===== src/rtl/spmm_settings.svh =====
`ifndef SPMM_SETTINGS_SVH
`define SPMM_SETTINGS_SVH

// element widths
`define SPMM_DATA_WIDTH        8
// accumulator width
// sums wrap modulo 2^12
`define SPMM_WH_DATA_WIDTH     12

// matrix shape
// columns of H and rows of W
`define SPMM_NUM_FEATURE_IN    64
// one lane per output feature
`define SPMM_NUM_FEATURE_OUT   4

// compressed row fields
`define SPMM_COL_IDX_WIDTH     6
// row length 1 to 64
`define SPMM_ROW_LEN_WIDTH     7
`define SPMM_NUM_NODE_WIDTH    8

// memory address widths
// node-info and wh memories share one width
`define SPMM_H_DATA_ADDR_W     10
`define SPMM_NODE_INFO_ADDR_W  8

// node-info prefetch depth
`define SPMM_NODE_FIFO_DEPTH   4

`endif


===== src/rtl/spmm_pkg.sv =====
`include "spmm_settings.svh"

package spmm_pkg;

  // one data-memory entry of H
  typedef struct packed {
    logic [`SPMM_COL_IDX_WIDTH-1:0]   col_idx;
    logic [`SPMM_DATA_WIDTH-1:0]      val;
  } h_data_t;

  // one node-info word per row of H
  typedef struct packed {
    logic [`SPMM_ROW_LEN_WIDTH-1:0]   row_len;
    logic [`SPMM_NUM_NODE_WIDTH-1:0]  num_node;
    logic                             src_flag;
  } node_info_t;

  // one row of W
  // element j feeds lane j
  typedef logic [`SPMM_NUM_FEATURE_OUT-1:0][`SPMM_DATA_WIDTH-1:0] wgt_row_t;

  // beat from controller to lanes
  // lined up with the W row
  typedef struct packed {
    logic                             valid;
    logic                             first;
    logic                             last;
    logic [`SPMM_DATA_WIDTH-1:0]      val;
  } pe_beat_t;

  // one Wh memory word
  // lane 0 sits in the top field
  typedef struct packed {
    logic [0:`SPMM_NUM_FEATURE_OUT-1][`SPMM_WH_DATA_WIDTH-1:0] res;
    logic [`SPMM_NUM_NODE_WIDTH-1:0]  num_node;
    logic                             src_flag;
  } wh_word_t;

endpackage


===== src/rtl/node_info_fifo.sv =====
`timescale 1ns/10ps
`include "spmm_settings.svh"

module node_info_fifo #(
  parameter int DATA_WIDTH = 16,
  parameter int DEPTH      = `SPMM_NODE_FIFO_DEPTH
) (
  input  logic                  clk,
  input  logic                  rst_n,
  input  logic                  wr_vld_i,
  input  logic [DATA_WIDTH-1:0] din_i,
  input  logic                  rd_vld_i,
  output logic [DATA_WIDTH-1:0] dout_o,
  output logic                  empty_o,
  output logic                  full_o
);

  localparam int PTR_W = (DEPTH > 1) ? $clog2(DEPTH) : 1;
  localparam int CNT_W = $clog2(DEPTH + 1);

  logic [DATA_WIDTH-1:0] mem [DEPTH];
  logic [PTR_W-1:0]      wr_ptr_q;
  logic [PTR_W-1:0]      rd_ptr_q;
  logic [CNT_W-1:0]      cnt_q;
  logic                  do_wr;
  logic                  do_rd;

  // wrap at DEPTH-1 so depth need not be a power of two
  function automatic logic [PTR_W-1:0] ptr_inc(input logic [PTR_W-1:0] ptr);
    ptr_inc = (ptr == PTR_W'(DEPTH - 1)) ? '0 : ptr + 1'b1;
  endfunction

  // push into a full fifo or pop from an empty one is dropped
  assign do_wr   = wr_vld_i && !full_o;
  assign do_rd   = rd_vld_i && !empty_o;
  assign empty_o = (cnt_q == '0);
  assign full_o  = (cnt_q == CNT_W'(DEPTH));

  // head entry always visible as in first-word fall-through
  assign dout_o = mem[rd_ptr_q];

  always_ff @(posedge clk) begin
    if (do_wr) begin
      mem[wr_ptr_q] <= din_i;
    end
  end

  always_ff @(posedge clk or negedge rst_n) begin
    if (!rst_n) begin
      wr_ptr_q <= '0;
      rd_ptr_q <= '0;
      cnt_q    <= '0;
    end else begin
      if (do_wr) begin
        wr_ptr_q <= ptr_inc(wr_ptr_q);
      end
      if (do_rd) begin
        rd_ptr_q <= ptr_inc(rd_ptr_q);
      end
      // count follows the net change
      if (do_wr && !do_rd) begin
        cnt_q <= cnt_q + 1'b1;
      end else if (do_rd && !do_wr) begin
        cnt_q <= cnt_q - 1'b1;
      end
    end
  end

endmodule


===== src/rtl/spmm_ctrl.sv =====
`timescale 1ns/10ps
`include "spmm_settings.svh"

module spmm_ctrl (
  input  logic                              clk,
  input  logic                              rst_n,
  input  logic                              spmm_vld_i,
  input  logic [`SPMM_NODE_INFO_ADDR_W-1:0] row_count_i,
  output logic [`SPMM_NODE_INFO_ADDR_W-1:0] node_info_addr_o,
  input  spmm_pkg::node_info_t              node_info_dout_i,
  output logic                              fifo_push_o,
  output spmm_pkg::node_info_t              fifo_din_o,
  output logic                              fifo_pop_o,
  input  spmm_pkg::node_info_t              fifo_dout_i,
  input  logic                              fifo_empty_i,
  input  logic                              fifo_full_i,
  output logic [`SPMM_H_DATA_ADDR_W-1:0]    h_data_addr_o,
  input  spmm_pkg::h_data_t                 h_data_dout_i,
  output logic [`SPMM_COL_IDX_WIDTH-1:0]    wgt_addr_o,
  output spmm_pkg::pe_beat_t                beat_o,
  output spmm_pkg::node_info_t              row_info_o,
  output logic                              done_o
);
  import spmm_pkg::*;

  localparam int DEPTH = `SPMM_NODE_FIFO_DEPTH;
  localparam int OCC_W = $clog2(DEPTH + 1);
  // issue of final entry to cycle after its wh write
  localparam int DRAIN = 4;

  logic                              fetching_q;
  logic                              fetch_en;
  logic                              push_q;
  logic [`SPMM_NODE_INFO_ADDR_W-1:0] ni_addr_q;
  logic [OCC_W-1:0]                  occ_q;
  node_info_t                        cur_row_q;
  logic                              row_active_q;
  logic [`SPMM_ROW_LEN_WIDTH-1:0]    ent_cnt_q;
  logic [`SPMM_H_DATA_ADDR_W-1:0]    data_addr_q;
  logic [`SPMM_NODE_INFO_ADDR_W-1:0] pop_cnt_q;
  logic                              issue_first;
  logic                              issue_last;
  logic                              issue_final;
  logic                              pop;
  logic                              s1_vld_q;
  logic                              s1_first_q;
  logic                              s1_last_q;
  logic                              b_vld_q;
  logic                              b_first_q;
  logic                              b_last_q;
  logic [`SPMM_DATA_WIDTH-1:0]       b_val_q;
  node_info_t                        s1_info_q;
  node_info_t                        s2_info_q;
  node_info_t                        s3_info_q;
  logic [DRAIN-1:0]                  fin_q;
  logic                              done_q;

  // ============================
  // node-info prefetch
  // ============================
  // occ_q counts fifo entries plus the push in flight
  assign fetch_en         = fetching_q && !fifo_full_i && (occ_q < OCC_W'(DEPTH));
  assign node_info_addr_o = ni_addr_q;
  // memory data returns one cycle after the read
  assign fifo_push_o      = push_q;
  assign fifo_din_o       = node_info_dout_i;

  always_ff @(posedge clk or negedge rst_n) begin
    if (!rst_n) begin
      fetching_q <= 1'b0;
      push_q     <= 1'b0;
      ni_addr_q  <= '0;
      occ_q      <= '0;
    end else begin
      push_q <= fetch_en;
      if (fetch_en && !pop) begin
        occ_q <= occ_q + 1'b1;
      end else if (pop && !fetch_en) begin
        occ_q <= occ_q - 1'b1;
      end
      if (spmm_vld_i) begin
        fetching_q <= 1'b1;
        ni_addr_q  <= '0;
      end else if (fetch_en) begin
        ni_addr_q <= ni_addr_q + 1'b1;
        // stop after row row_count_i-1
        if (ni_addr_q == row_count_i - 1'b1) begin
          fetching_q <= 1'b0;
        end
      end
    end
  end

  // ============================
  // entry stepper
  // ============================
  assign issue_first   = row_active_q && (ent_cnt_q == '0);
  assign issue_last    = row_active_q && (ent_cnt_q == cur_row_q.row_len - 1'b1);
  assign issue_final   = issue_last && (pop_cnt_q == row_count_i);
  // next row loads on the last entry with no bubble
  assign pop           = !fifo_empty_i && (!row_active_q || issue_last);
  assign fifo_pop_o    = pop;
  assign h_data_addr_o = data_addr_q;

  always_ff @(posedge clk or negedge rst_n) begin
    if (!rst_n) begin
      row_active_q <= 1'b0;
      ent_cnt_q    <= '0;
      data_addr_q  <= '0;
      pop_cnt_q    <= '0;
    end else if (spmm_vld_i) begin
      row_active_q <= 1'b0;
      ent_cnt_q    <= '0;
      data_addr_q  <= '0;
      pop_cnt_q    <= '0;
    end else begin
      // data address runs on across row boundaries
      if (row_active_q) begin
        data_addr_q <= data_addr_q + 1'b1;
        ent_cnt_q   <= issue_last ? '0 : ent_cnt_q + 1'b1;
      end
      if (pop) begin
        row_active_q <= 1'b1;
        pop_cnt_q    <= pop_cnt_q + 1'b1;
      end else if (issue_last) begin
        row_active_q <= 1'b0;
      end
    end
  end

  always_ff @(posedge clk) begin
    if (pop) begin
      cur_row_q <= fifo_dout_i;
    end
  end

  // ============================
  // entry pipeline
  // ============================
  // col_idx addresses W as soon as the entry returns
  assign wgt_addr_o = h_data_dout_i.col_idx;
  assign beat_o     = '{valid: b_vld_q, first: b_first_q, last: b_last_q, val: b_val_q};
  // lines up with the lane results one cycle past the beat
  assign row_info_o = s3_info_q;
  assign done_o     = done_q;

  always_ff @(posedge clk or negedge rst_n) begin
    if (!rst_n) begin
      s1_vld_q   <= 1'b0;
      s1_first_q <= 1'b0;
      s1_last_q  <= 1'b0;
      b_vld_q    <= 1'b0;
      b_first_q  <= 1'b0;
      b_last_q   <= 1'b0;
      fin_q      <= '0;
      done_q     <= 1'b0;
    end else begin
      s1_vld_q   <= row_active_q;
      s1_first_q <= issue_first;
      s1_last_q  <= issue_last;
      b_vld_q    <= s1_vld_q;
      b_first_q  <= s1_first_q;
      b_last_q   <= s1_last_q;
      fin_q      <= {fin_q[DRAIN-2:0], issue_final};
      // held until the next start pulse
      if (spmm_vld_i) begin
        done_q <= 1'b0;
      end else if (fin_q[DRAIN-1]) begin
        done_q <= 1'b1;
      end
    end
  end

  always_ff @(posedge clk) begin
    b_val_q   <= h_data_dout_i.val;
    s1_info_q <= cur_row_q;
    s2_info_q <= s1_info_q;
    s3_info_q <= s2_info_q;
  end

endmodule


===== src/rtl/sparse_pe.sv =====
`timescale 1ns/10ps
`include "spmm_settings.svh"

module sparse_pe (
  input  logic                           clk,
  input  logic                           rst_n,
  input  spmm_pkg::pe_beat_t             beat_i,
  input  logic [`SPMM_DATA_WIDTH-1:0]    wgt_i,
  output logic [`SPMM_WH_DATA_WIDTH-1:0] res_o,
  output logic                           res_valid_o
);

  localparam int PAD = `SPMM_WH_DATA_WIDTH - `SPMM_DATA_WIDTH;

  logic [`SPMM_WH_DATA_WIDTH-1:0] val_ext;
  logic [`SPMM_WH_DATA_WIDTH-1:0] wgt_ext;
  logic [`SPMM_WH_DATA_WIDTH-1:0] prod;
  logic [`SPMM_WH_DATA_WIDTH-1:0] acc_q;

  // operands widened to the result width
  assign val_ext = {{PAD{1'b0}}, beat_i.val};
  assign wgt_ext = {{PAD{1'b0}}, wgt_i};
  // product and sum both wrap modulo 2^12
  assign prod    = val_ext * wgt_ext;

  // first entry of a row restarts the sum
  always_ff @(posedge clk) begin
    if (beat_i.valid) begin
      if (beat_i.first) begin
        acc_q <= prod;
      end else begin
        acc_q <= acc_q + prod;
      end
    end
  end

  // one-cycle flag after the last entry
  always_ff @(posedge clk or negedge rst_n) begin
    if (!rst_n) begin
      res_valid_o <= 1'b0;
    end else begin
      res_valid_o <= beat_i.valid && beat_i.last;
    end
  end

  // sum is final while res_valid_o is high
  // next row's first beat overwrites it a cycle later
  assign res_o = acc_q;

endmodule


===== src/rtl/wh_writer.sv =====
`timescale 1ns/10ps
`include "spmm_settings.svh"

module wh_writer (
  input  logic                                                      clk,
  input  logic                                                      rst_n,
  input  logic                                                      start_i,
  input  logic                                                      res_valid_i,
  input  logic [0:`SPMM_NUM_FEATURE_OUT-1][`SPMM_WH_DATA_WIDTH-1:0] res_i,
  input  spmm_pkg::node_info_t                                      row_info_i,
  output spmm_pkg::wh_word_t                                        wh_bram_din_o,
  output logic                                                      wh_bram_ena_o,
  output logic [`SPMM_NODE_INFO_ADDR_W-1:0]                         wh_bram_addra_o,
  output spmm_pkg::wh_word_t                                        wh_data_o
);
  import spmm_pkg::*;

  wh_word_t                          word_d;
  wh_word_t                          word_q;
  logic                              ena_q;
  logic [`SPMM_NODE_INFO_ADDR_W-1:0] addr_q;

  // lane results followed by the row's node fields
  assign word_d = '{
    res:      res_i,
    num_node: row_info_i.num_node,
    src_flag: row_info_i.src_flag
  };

  always_ff @(posedge clk or negedge rst_n) begin
    if (!rst_n) begin
      ena_q  <= 1'b0;
      addr_q <= '0;
      word_q <= '0;
    end else begin
      ena_q <= res_valid_i;
      // word stays put between rows
      if (res_valid_i) begin
        word_q <= word_d;
      end
      // address moves on after each write
      if (start_i) begin
        addr_q <= '0;
      end else if (ena_q) begin
        addr_q <= addr_q + 1'b1;
      end
    end
  end

  assign wh_bram_ena_o   = ena_q;
  assign wh_bram_addra_o = addr_q;
  assign wh_bram_din_o   = word_q;
  // last written word held for the next stage
  assign wh_data_o       = word_q;

endmodule


===== src/rtl/spmm.sv =====
`timescale 1ns/10ps
`include "spmm_settings.svh"

module spmm (
  input  logic                              clk,
  input  logic                              rst_n,
  input  logic                              spmm_vld_i,
  input  logic [`SPMM_NODE_INFO_ADDR_W-1:0] row_count_i,
  output logic                              spmm_rdy_o,
  output logic                              done_o,
  output logic [`SPMM_H_DATA_ADDR_W-1:0]    h_data_bram_addrb_o,
  input  spmm_pkg::h_data_t                 h_data_bram_dout_i,
  output logic [`SPMM_NODE_INFO_ADDR_W-1:0] h_node_info_bram_addrb_o,
  input  spmm_pkg::node_info_t              h_node_info_bram_dout_i,
  output logic [`SPMM_COL_IDX_WIDTH-1:0]    mult_wgt_addrb_o,
  input  spmm_pkg::wgt_row_t                mult_wgt_dout_i,
  output spmm_pkg::wh_word_t                wh_bram_din_o,
  output logic                              wh_bram_ena_o,
  output logic [`SPMM_NODE_INFO_ADDR_W-1:0] wh_bram_addra_o,
  output spmm_pkg::wh_word_t                wh_data_o
);
  import spmm_pkg::*;

  node_info_t                                                fifo_din;
  node_info_t                                                fifo_dout;
  node_info_t                                                row_info;
  logic                                                      fifo_push;
  logic                                                      fifo_pop;
  logic                                                      fifo_empty;
  logic                                                      fifo_full;
  pe_beat_t                                                  beat;
  logic [0:`SPMM_NUM_FEATURE_OUT-1][`SPMM_WH_DATA_WIDTH-1:0] lane_res;
  logic [`SPMM_NUM_FEATURE_OUT-1:0]                          lane_vld;

  // ready pulses with each wh write
  assign spmm_rdy_o = wh_bram_ena_o;

  // ============================
  // control and prefetch
  // ============================
  spmm_ctrl u_ctrl (
    .clk              (clk),
    .rst_n            (rst_n),
    .spmm_vld_i       (spmm_vld_i),
    .row_count_i      (row_count_i),
    .node_info_addr_o (h_node_info_bram_addrb_o),
    .node_info_dout_i (h_node_info_bram_dout_i),
    .fifo_push_o      (fifo_push),
    .fifo_din_o       (fifo_din),
    .fifo_pop_o       (fifo_pop),
    .fifo_dout_i      (fifo_dout),
    .fifo_empty_i     (fifo_empty),
    .fifo_full_i      (fifo_full),
    .h_data_addr_o    (h_data_bram_addrb_o),
    .h_data_dout_i    (h_data_bram_dout_i),
    .wgt_addr_o       (mult_wgt_addrb_o),
    .beat_o           (beat),
    .row_info_o       (row_info),
    .done_o           (done_o)
  );

  node_info_fifo #(
    .DATA_WIDTH ($bits(node_info_t)),
    .DEPTH      (`SPMM_NODE_FIFO_DEPTH)
  ) u_node_fifo (
    .clk      (clk),
    .rst_n    (rst_n),
    .wr_vld_i (fifo_push),
    .din_i    (fifo_din),
    .rd_vld_i (fifo_pop),
    .dout_o   (fifo_dout),
    .empty_o  (fifo_empty),
    .full_o   (fifo_full)
  );

  // ============================
  // lanes and wh write
  // ============================
  // all lanes share the beat and one W row
  for (genvar g = 0; g < `SPMM_NUM_FEATURE_OUT; g++) begin : g_lane
    sparse_pe u_pe (
      .clk         (clk),
      .rst_n       (rst_n),
      .beat_i      (beat),
      .wgt_i       (mult_wgt_dout_i[g]),
      .res_o       (lane_res[g]),
      .res_valid_o (lane_vld[g])
    );
  end

  // lanes run in lockstep so lane 0 flags for all
  wh_writer u_writer (
    .clk             (clk),
    .rst_n           (rst_n),
    .start_i         (spmm_vld_i),
    .res_valid_i     (lane_vld[0]),
    .res_i           (lane_res),
    .row_info_i      (row_info),
    .wh_bram_din_o   (wh_bram_din_o),
    .wh_bram_ena_o   (wh_bram_ena_o),
    .wh_bram_addra_o (wh_bram_addra_o),
    .wh_data_o       (wh_data_o)
  );

endmodule


===== config.mk =====
export PLATFORM = sky130hd
export DESIGN_NAME = spmm
export DESIGN_NICKNAME = d
export VERILOG_FILES = /design/src/rtl/spmm_pkg.sv /design/src/rtl/node_info_fifo.sv /design/src/rtl/spmm_ctrl.sv /design/src/rtl/sparse_pe.sv /design/src/rtl/wh_writer.sv /design/src/rtl/spmm.sv
export VERILOG_INCLUDE_DIRS = /design/src /design/src/rtl
export SDC_FILE = /design/constraint.sdc
export NUM_CORES = 1
export LEC_CHECK = 0
export BUFFER_PORTS_ARGS = -buffer_cell sky130_fd_sc_hd__buf_4
export CAP_MARGIN = 25
export CORE_AREA = 2 2 186 188
export CTS_CLUSTER_DIAMETER = 200
export DETAILED_ROUTE_END_ITERATION = 12
export DIE_AREA = 0 0 188 190
export GPL_ROUTABILITY_DRIVEN = 0
export MAX_ROUTING_LAYER = met4
export PLACE_DENSITY = 0.81
export SLEW_MARGIN = 15
export SYNTH_ARGS = -nofsm -noshare
export SYNTH_HDL_FRONTEND = slang
export SYNTH_SLANG_ARGS = --single-unit

===== constraint.sdc =====
create_clock -name clk -period 6.2 [get_ports clk]
set_input_delay 0.31 -clock clk [delete_from_list [all_inputs] [get_ports clk]]
set_output_delay 0.31 -clock clk [all_outputs]
set_load 0.005 [all_outputs]

==> flow_metrics.py, run 1 <==
metrics = {
    "sta": {
        "slew_headroom_pct": 42.0,
        "layout_min_cycle_time_ns": 5.82,
        "hold_viol_final": 0,
        "hold_slack_ns": 0.0415,
        "skew_ns": 0.0153,
        "setup_viol": 0,
        "max_freq_mhz": 172,
        "rsz0062_at_grt": "false",
        "tightest_slew_ns": 0.870,
        "post-route-period-util_pct": 93.8,
        "slew_viol_final": 0,
        "setup_tns_ns": 0,
    },
    "clock_tree": {
        "clk_latency_ns": 0.59,
        "h-tree-depth": 1,
        "numCtsBuffers": 31,
        "cts_setup_buffers": 0,
        "cts.clk_slew.worst_paths_ns": 0.06,
        "cts_buffer_depth": 3,
        "cts-root-buf": "clkbuf_16",
        "cts.sinks": 287,
        "cts_tree": "done",
    },
    "logic_synthesis": {
        "yosysTopAreaCellShare_pct": 19.2,
        "synth_edf_count": 128,
        "ys_ff_latch": 287,
        "ys.flop_type": "edfxtp_1",
        "synthTopCellsByArea": "edfxtp_1 (19%), dfrtp_1 (15%), fa_1 (13%), ha_1 (9.7%), and2_1 (5.3%)",
        "syn-cell-area_sq_mm": 0.0201,
        "synthCells": 1834,
        "ys_warn_count": 0,
        "synth_area_leader_cell": "edfxtp_1",
        "synthTopCellsByCount": "inv_1 (200), and2_1 (170), ha_1 (155)",
        "syn_nets": 2192,
        "syn_area_per_cell_sq_um": 10.9,
        "ys_types": 57,
        "synth_seq_area_share_pct": 38.1,
        "ys_async_sr_fraction_pct": 43.2,
        "synth.most_common_cell": "inv_1",
    },
    "cells_and_area": {
        "layoutNonFillerInstCount": 2482,
        "drive_gt1_share_pct": 18.5,
        "nets": 2357,
        "final_core_util_pct": 67.6,
        "area_growth_pct": 14.4,
    },
    "critical_path": {
        "path_delay_family": "adder cells",
        "startpoint_type": "register",
        "worstRegToRegCells": 20,
        "path_depth": 20,
        "end_kind": "register",
        "critPathMaxFanout": 25,
        "critPathMaxStageDelay_ns": 0.85,
        "cp_data_required_time_ns": 6.54,
        "criticalPathCategory": "register to register",
        "cp_common_cell": "fa_1",
        "crit_end": "g_lane[0].u_pe.res_o[11]$_DFFE_PP_",
        "cp_slowest_cell": "dfxtp_1",
        "worst-path-buf-inv": 3,
        "reg2reg_to": "g_lane[0].u_pe.res_o[11]$_DFFE_PP_",
        "arrival_ns": 6.15,
        "rrSetupSlack_ns": 0.38,
        "crit_chain": "nand2_1, fa_1, fa_1, inv_1, fa_1, inv_1, fa_1, inv_1, ha_1, nand2_1, o21ai_0, nor2_1, xnor2_1, ha_1, or4_1, o21ai_0, a21oi_1, xnor2_1, nor2_1, xnor2_1",
        "r2r-start": "u_ctrl.b_val_q[3]$_DFF_P_",
        "crit_start": "u_ctrl.b_val_q[3]$_DFF_P_",
    },
    "min_path": {
        "min_from": "row_count_i[6]",
        "min_path_cells": 3,
        "hp-class": "primary input to register",
    },
    "routing": {
        "routed_wirelength_mm": 42.0,
        "drt_iter0_drc": 583,
        "vias": 13600,
        "drt-vias-per-instance": 5.47,
        "drc_errors": 0,
        "drt_first_pass_iters": 5,
        "antenna_left": 0,
        "routedWlPerCell_um": 16.9,
    },
    "grt": {
        "overflow": 0,
        "grt_pass1_vias": 14200,
        "antenna_found_initial": 3,
        "grt_max_degree": 65,
        "grtUsageTotal_pct": 24.8,
        "grt_pass1_wl_mm": 69.6,
    },
    "floorplanning": {
        "die_w_um": 188,
        "start_util_pct": 59.1,
        "rows": 68,
        "coreArea_sq_mm": 0.0339,
        "fp.dieH_um": 190,
        "ioPinCount": 222,
        "die_area_sq_mm": 0.0357,
    },
    "power_and_ir_drop": {
        "p_leak_nw": 10.7,
        "p_per_area_mw_per_mm2": 466,
        "ir_drop_v": 0.000381,
        "total_power_mw": 10.7,
    },
    "run": {
        "cap_viol_max_count": 0,
    },
    "placed_design": {
        "io_buffers": 209,
        "place_inst": 2395,
        "hpwl_mm": 30.6,
    },
    "status": {
        "status": "finished, final reports clean",
    },
}
report_power, final:
part	switching [mW]	total [mW]	internal [mW]
combinational	2.90	5.60	2.70
clock	0.785	1.90	1.11
sequential	0.385	3.19	2.80
total	4.07	10.7	6.61
metal layers:
| layer | global-route usage, % | up-vias | wire length (um) |
|---|---|---|---|
| met5 | - | - | 0 |
| met4 | 8.60 | 0 | 1210 |
| met3 | 3.06 | 87 | 2090 |
| met2 | 44.7 | 377 | 22000 |
| met1 | 28.5 | 6760 | 16700 |
| li1 | - | 6359 | - |
cells in the final DEF (no fill, tap or decap), types with 6 or more instances in the layout:
master / n
buf_4: 223
inv_1: 200
and2_1: 170
ha_1: 155
nand2_1: 137
fa_1: 130
edfxtp_1: 128
dfrtp_1: 121
xnor2_1: 89
nor2_1: 88
mux2_2: 75
xor2_1: 66
o21ai_0: 65
a21oi_1: 47
dfxtp_1: 35
clkbuf_16: 33
dlygate4sd3_1: 25
a21o_1: 20
mux4_2: 16
nand2b_1: 15
nor3_1: 14
nand4_1: 13
and3_1: 11
or3_1: 10
a31oi_1: 9
a211oi_1: 9
nand3_1: 9
nor4_1: 9
clkbuf_1: 9
o41ai_1: 7
o31ai_1: 7
or4_1: 6
worst min-delay path: stages:
cell     delay (ns)
buf_4          0.10
a221o_1        0.11
a31oi_1        0.07
worst min path at each step:
stage,end,slack (ns)
final,u_ctrl.fetching_q$_DFFE_PN0P_,0.04
after global routing,u_ctrl.fetching_q$_DFFE_PN0P_,0.06
after CTS,u_ctrl.fetching_q$_DFFE_PN0P_,0.02
after detailed placement,u_ctrl.row_info_o[4]$_DFF_P_,0.31
after global placement,u_ctrl.row_info_o[1]$_DFF_P_,0.31
after floorplan,g_lane[0].u_pe.res_valid_o$_DFF_PN0_,0.01
sequential cells by signal, summed over array words and instances, names as in the netlist, 2 cells and up:
name	cells
u_node_fifo.mem	64
u_writer.wh_bram_din_o	57
u_node_fifo.cnt_q	3
u_ctrl.node_info_addr_o	8
u_ctrl.row_info_o	9
g_lane.u_pe.res_o	48
u_ctrl.s1_info_q	9
u_ctrl.fin_q	4
u_ctrl.h_data_addr_o	10
u_node_fifo.rd_ptr_q	2
u_ctrl.ent_cnt_q	7
u_ctrl.pop_cnt_q	8
u_ctrl.s2_info_q	9
u_ctrl.cur_row_q	16
u_ctrl.occ_q	3
u_ctrl.b_val_q	8
u_writer.wh_bram_addra_o	8
u_node_fifo.wr_ptr_q	2
stage by stage:
stage / setup slack [ns] / area, sq um
floorplan: 0.747 / 20100
global placement: 0.580 / 21600
detailed placement: 0.413 / 21600
CTS: 0.419 / 22900
global route: 0.00405 / 22900
finish: 0.384 / 22900
final cells by class:
type                    instances  area [sq um]
clock buffers                  43           873
multi-input cells            1228         10900
flip-flops and latches        287          7650
inverters                     200           751
clock inverters                15           173
well taps                     455           569
repair buffers                251          1970
diodes                          3          7.51
fillers                      2460         11000
kinds of logic after synthesis:
family | Yosys count | share of synthesized area, %
compound gates | 189 | 5.90
fa+ha+maj | 285 | 22.7
xor+xnor | 157 | 6.96
mux | 96 | 6.26
simple gates | 501 | 12.8
buf+inv | 319 | 7.26
flops | 287 | 38.1
timing repair:
item | CTS | global route
resized for setup | 0 | 0
endpoints found under the hold margin | 132 | 0
hold buffers | 25 | 0
No activity file was read; power rests on OpenSTA's default activity.
==> run 2: changes to the inputs <==
--- a/config.mk
+++ b/config.mk
@@ -8,14 +8,15 @@
 export LEC_CHECK = 0
 export BUFFER_PORTS_ARGS = -buffer_cell sky130_fd_sc_hd__buf_4
 export CAP_MARGIN = 25
-export CORE_AREA = 2 2 186 188
+export CORE_AREA = 2 2 191 193
 export CTS_CLUSTER_DIAMETER = 200
 export DETAILED_ROUTE_END_ITERATION = 12
-export DIE_AREA = 0 0 188 190
+export DIE_AREA = 0 0 193 195
 export GPL_ROUTABILITY_DRIVEN = 0
 export MAX_ROUTING_LAYER = met4
-export PLACE_DENSITY = 0.81
+export PLACE_DENSITY = 0.8
 export SLEW_MARGIN = 15
 export SYNTH_ARGS = -nofsm -noshare
 export SYNTH_HDL_FRONTEND = slang
+export SYNTH_HIERARCHICAL = 1
 export SYNTH_SLANG_ARGS = --single-unit
==> flow_metrics.py, run 2 <==
metrics = {
    "status": {
        "status": "finished, final reports clean",
    },
    "min_path": {
        "hp-class": "primary input to register",
        "min_from": "row_count_i[6]",
        "holdPathEnd": "u_ctrl/fin_q[0]$_DFF_PN0_",
        "min_path_cells": 4,
    },
    "sta": {
        "slew_viol_final": 0,
        "hold_viol_final": 0,
        "setup_tns_ns": 0,
        "rsz0062_at_grt": "false",
        "tightest_slew_ns": 0.896,
        "max_freq_mhz": 171,
        "skew_ns": 0.0137,
        "setup_viol": 0,
        "layout_min_cycle_time_ns": 5.84,
        "slew_headroom_pct": 40.2,
        "post-route-period-util_pct": 94.2,
    },
    "clock_tree": {
        "cts_setup_buffers": 0,
        "cts.sinks": 287,
        "clk_latency_ns": 0.59,
        "cts-root-buf": "clkbuf_16",
        "cts_tree": "done",
        "cts.clk_slew.worst_paths_ns": 0.06,
        "h-tree-depth": 1,
        "cts_buffer_depth": 3,
        "post_cts_resized": 0,
        "numCtsBuffers": 31,
    },
    "critical_path": {
        "critPathMaxFanout": 17,
        "rrSetupSlack_ns": 0.36,
        "criticalPathCategory": "register to register",
        "r2r-start": "u_ctrl/b_val_q[2]$_DFF_P_",
        "arrival_ns": 6.18,
        "startpoint_type": "register",
        "cp_data_required_time_ns": 6.54,
        "reg2reg_to": "g_lane[1].u_pe/res_o[11]$_DFFE_PP_",
        "end_kind": "register",
        "worstRegToRegCells": 19,
    },
    "power_and_ir_drop": {
        "p_per_area_mw_per_mm2": 481,
        "ir_drop_v": 0.000463,
        "p_leak_nw": 10.8,
    },
    "cells_and_area": {
        "layout_commonest_cell": "buf_4",
        "nets": 2370,
        "largest_register_ffs": 64,
        "ff_latch_area_sq_mm": 0.00765,
        "area_growth_pct": 13.3,
        "fill_cells": 2662,
        "layoutNonFillerInstCount": 2498,
        "fin_area_sq_mm": 0.0233,
        "mostFrequentLayoutCells": "buf_4 (224), inv_1 (206), and2_1 (172)",
        "antennaDiodeCount": 0,
        "multi_input_area_sq_mm": 0.0113,
        "regMostFlops": "u_node_fifo/mem",
        "drive_gt1_share_pct": 19.1,
        "final_core_util_pct": 65.8,
    },
    "placed_design": {
        "io_buffers": 209,
        "place_area_sq_mm": 0.0221,
        "place_inst": 2415,
        "hpwl_mm": 30.0,
    },
    "routing": {
        "routedWlPerCell_um": 16.4,
        "drt_first_pass_iters": 5,
        "routed_wirelength_mm": 41.1,
        "drc_errors": 0,
        "drt-vias-per-instance": 5.47,
        "vias": 13700,
        "antenna_left": 0,
        "drt_iter0_drc": 738,
    },
    "floorplanning": {
        "ioPinCount": 222,
        "rows": 69,
        "fp.dieH_um": 195,
        "die_area_sq_mm": 0.0376,
        "start_util_pct": 58.1,
        "die_w_um": 193,
        "coreArea_sq_mm": 0.0354,
    },
    "logic_synthesis": {
        "syn_area_per_cell_sq_um": 11.1,
        "syn_nets": 2203,
        "synthCells": 1845,
        "ys_warn_count": 6,
        "syn-cell-area_sq_mm": 0.0206,
    },
    "run": {
        "cap_viol_max_count": 0,
    },
    "grt": {
        "overflow": 0,
        "grt_pass1_wl_mm": 69.0,
        "antenna_found_initial": 0,
        "grt_pass1_vias": 14100,
        "grtUsageTotal_pct": 23.1,
        "grt_max_degree": 67,
    },
}
-- run 2: cell types whose count changed in the layout (fill, tap and decap cells not counted), sizes merged, moves of 7 or more --
| cell | previous run | this run |
|---|---|---|
| inv | 202 | 211 |
| xor2 | 67 | 54 |
| mux2 | 75 | 85 |
| o21ai | 66 | 56 |
| a21o | 20 | 36 |
| nand2b | 15 | 8 |
| nor2 | 89 | 70 |
| o21bai | 1 | 8 |
| a21oi | 48 | 69 |
| nand2 | 137 | 127 |
| and3 | 11 | 4 |
| a31oi | 9 | 2 |
-- run 2: per-layer routing --
metal  global-route usage (%)  up-vias  part of all wire, %
met2                     39.0      342                   50
met4                     4.99        0                  2.0
met3                     3.09       59                  5.3
li1                         -     6450                    -
met5                        -        -                    0
met1                     30.0     6823                   43
-- run 2: through the flow --
stage,setup WS [ns],hold slack (ns),power (mW)
floorplan,0.706,0.0144,8.06
global placement,0.582,0.313,9.06
detailed placement,0.370,0.312,9.37
CTS,0.364,0.0394,11.3
global route,0.0309,0.0494,12.2
finish,0.360,0.0703,11.2
-- run 2: how the worst max path moves through the flow --
stage                                          from                                  to  slack (ns)
after floorplan           u_ctrl/b_val_q[4]$_DFF_P_  g_lane[3].u_pe/res_o[11]$_DFFE_PP_        0.71
after global placement    u_ctrl/b_val_q[2]$_DFF_P_  g_lane[1].u_pe/res_o[11]$_DFFE_PP_        0.58
after detailed placement  u_ctrl/b_val_q[2]$_DFF_P_  g_lane[1].u_pe/res_o[11]$_DFFE_PP_        0.37
after CTS                 u_ctrl/b_val_q[2]$_DFF_P_  g_lane[1].u_pe/res_o[11]$_DFFE_PP_        0.36
after global routing      u_ctrl/b_val_q[0]$_DFF_P_  g_lane[3].u_pe/res_o[11]$_DFFE_PP_        0.03
final                     u_ctrl/b_val_q[2]$_DFF_P_  g_lane[1].u_pe/res_o[11]$_DFFE_PP_        0.36
-- run 2: worst max-delay path, stage by stage (launching register included) --
cell and delay (ns):
dfxtp_1 0.65, buf_4 0.31, and2_1 0.18, fa_1 0.44, fa_1 0.55, fa_1 0.57
inv_1 0.06, fa_1 0.53, inv_1 0.04, ha_1 0.35, nand2_1 0.06, o21ai_0 0.23
nor2_1 0.08, xnor2_1 0.28, ha_1 0.29, o21a_1 0.15, nor2_1 0.05, or4_4 0.51
a21oi_2 0.16, xnor2_1 0.08
-- run 2: final cells by class --
class | count | share of cell area [%]
multi-input combinational | 1234 | 48.6
timing repair buffer | 251 | 8.46
clock buffer | 45 | 3.87
inverter | 207 | 3.33
tap | 461 | 2.48
sequential | 287 | 32.8
clock inverter | 13 | 0.403
-- run 2: power breakdown --
part	internal (mW)	switching, mW
clock network	1.02	0.779
registers	2.81	0.410
logic	3.04	3.15
-- run 2: repair_timing --
action / 4_1_cts / 5_1_grt
hold buffers: 25 / 0
endpoints found under the hold margin: 137 / 0
setup endpoints to repair: 0 / 0
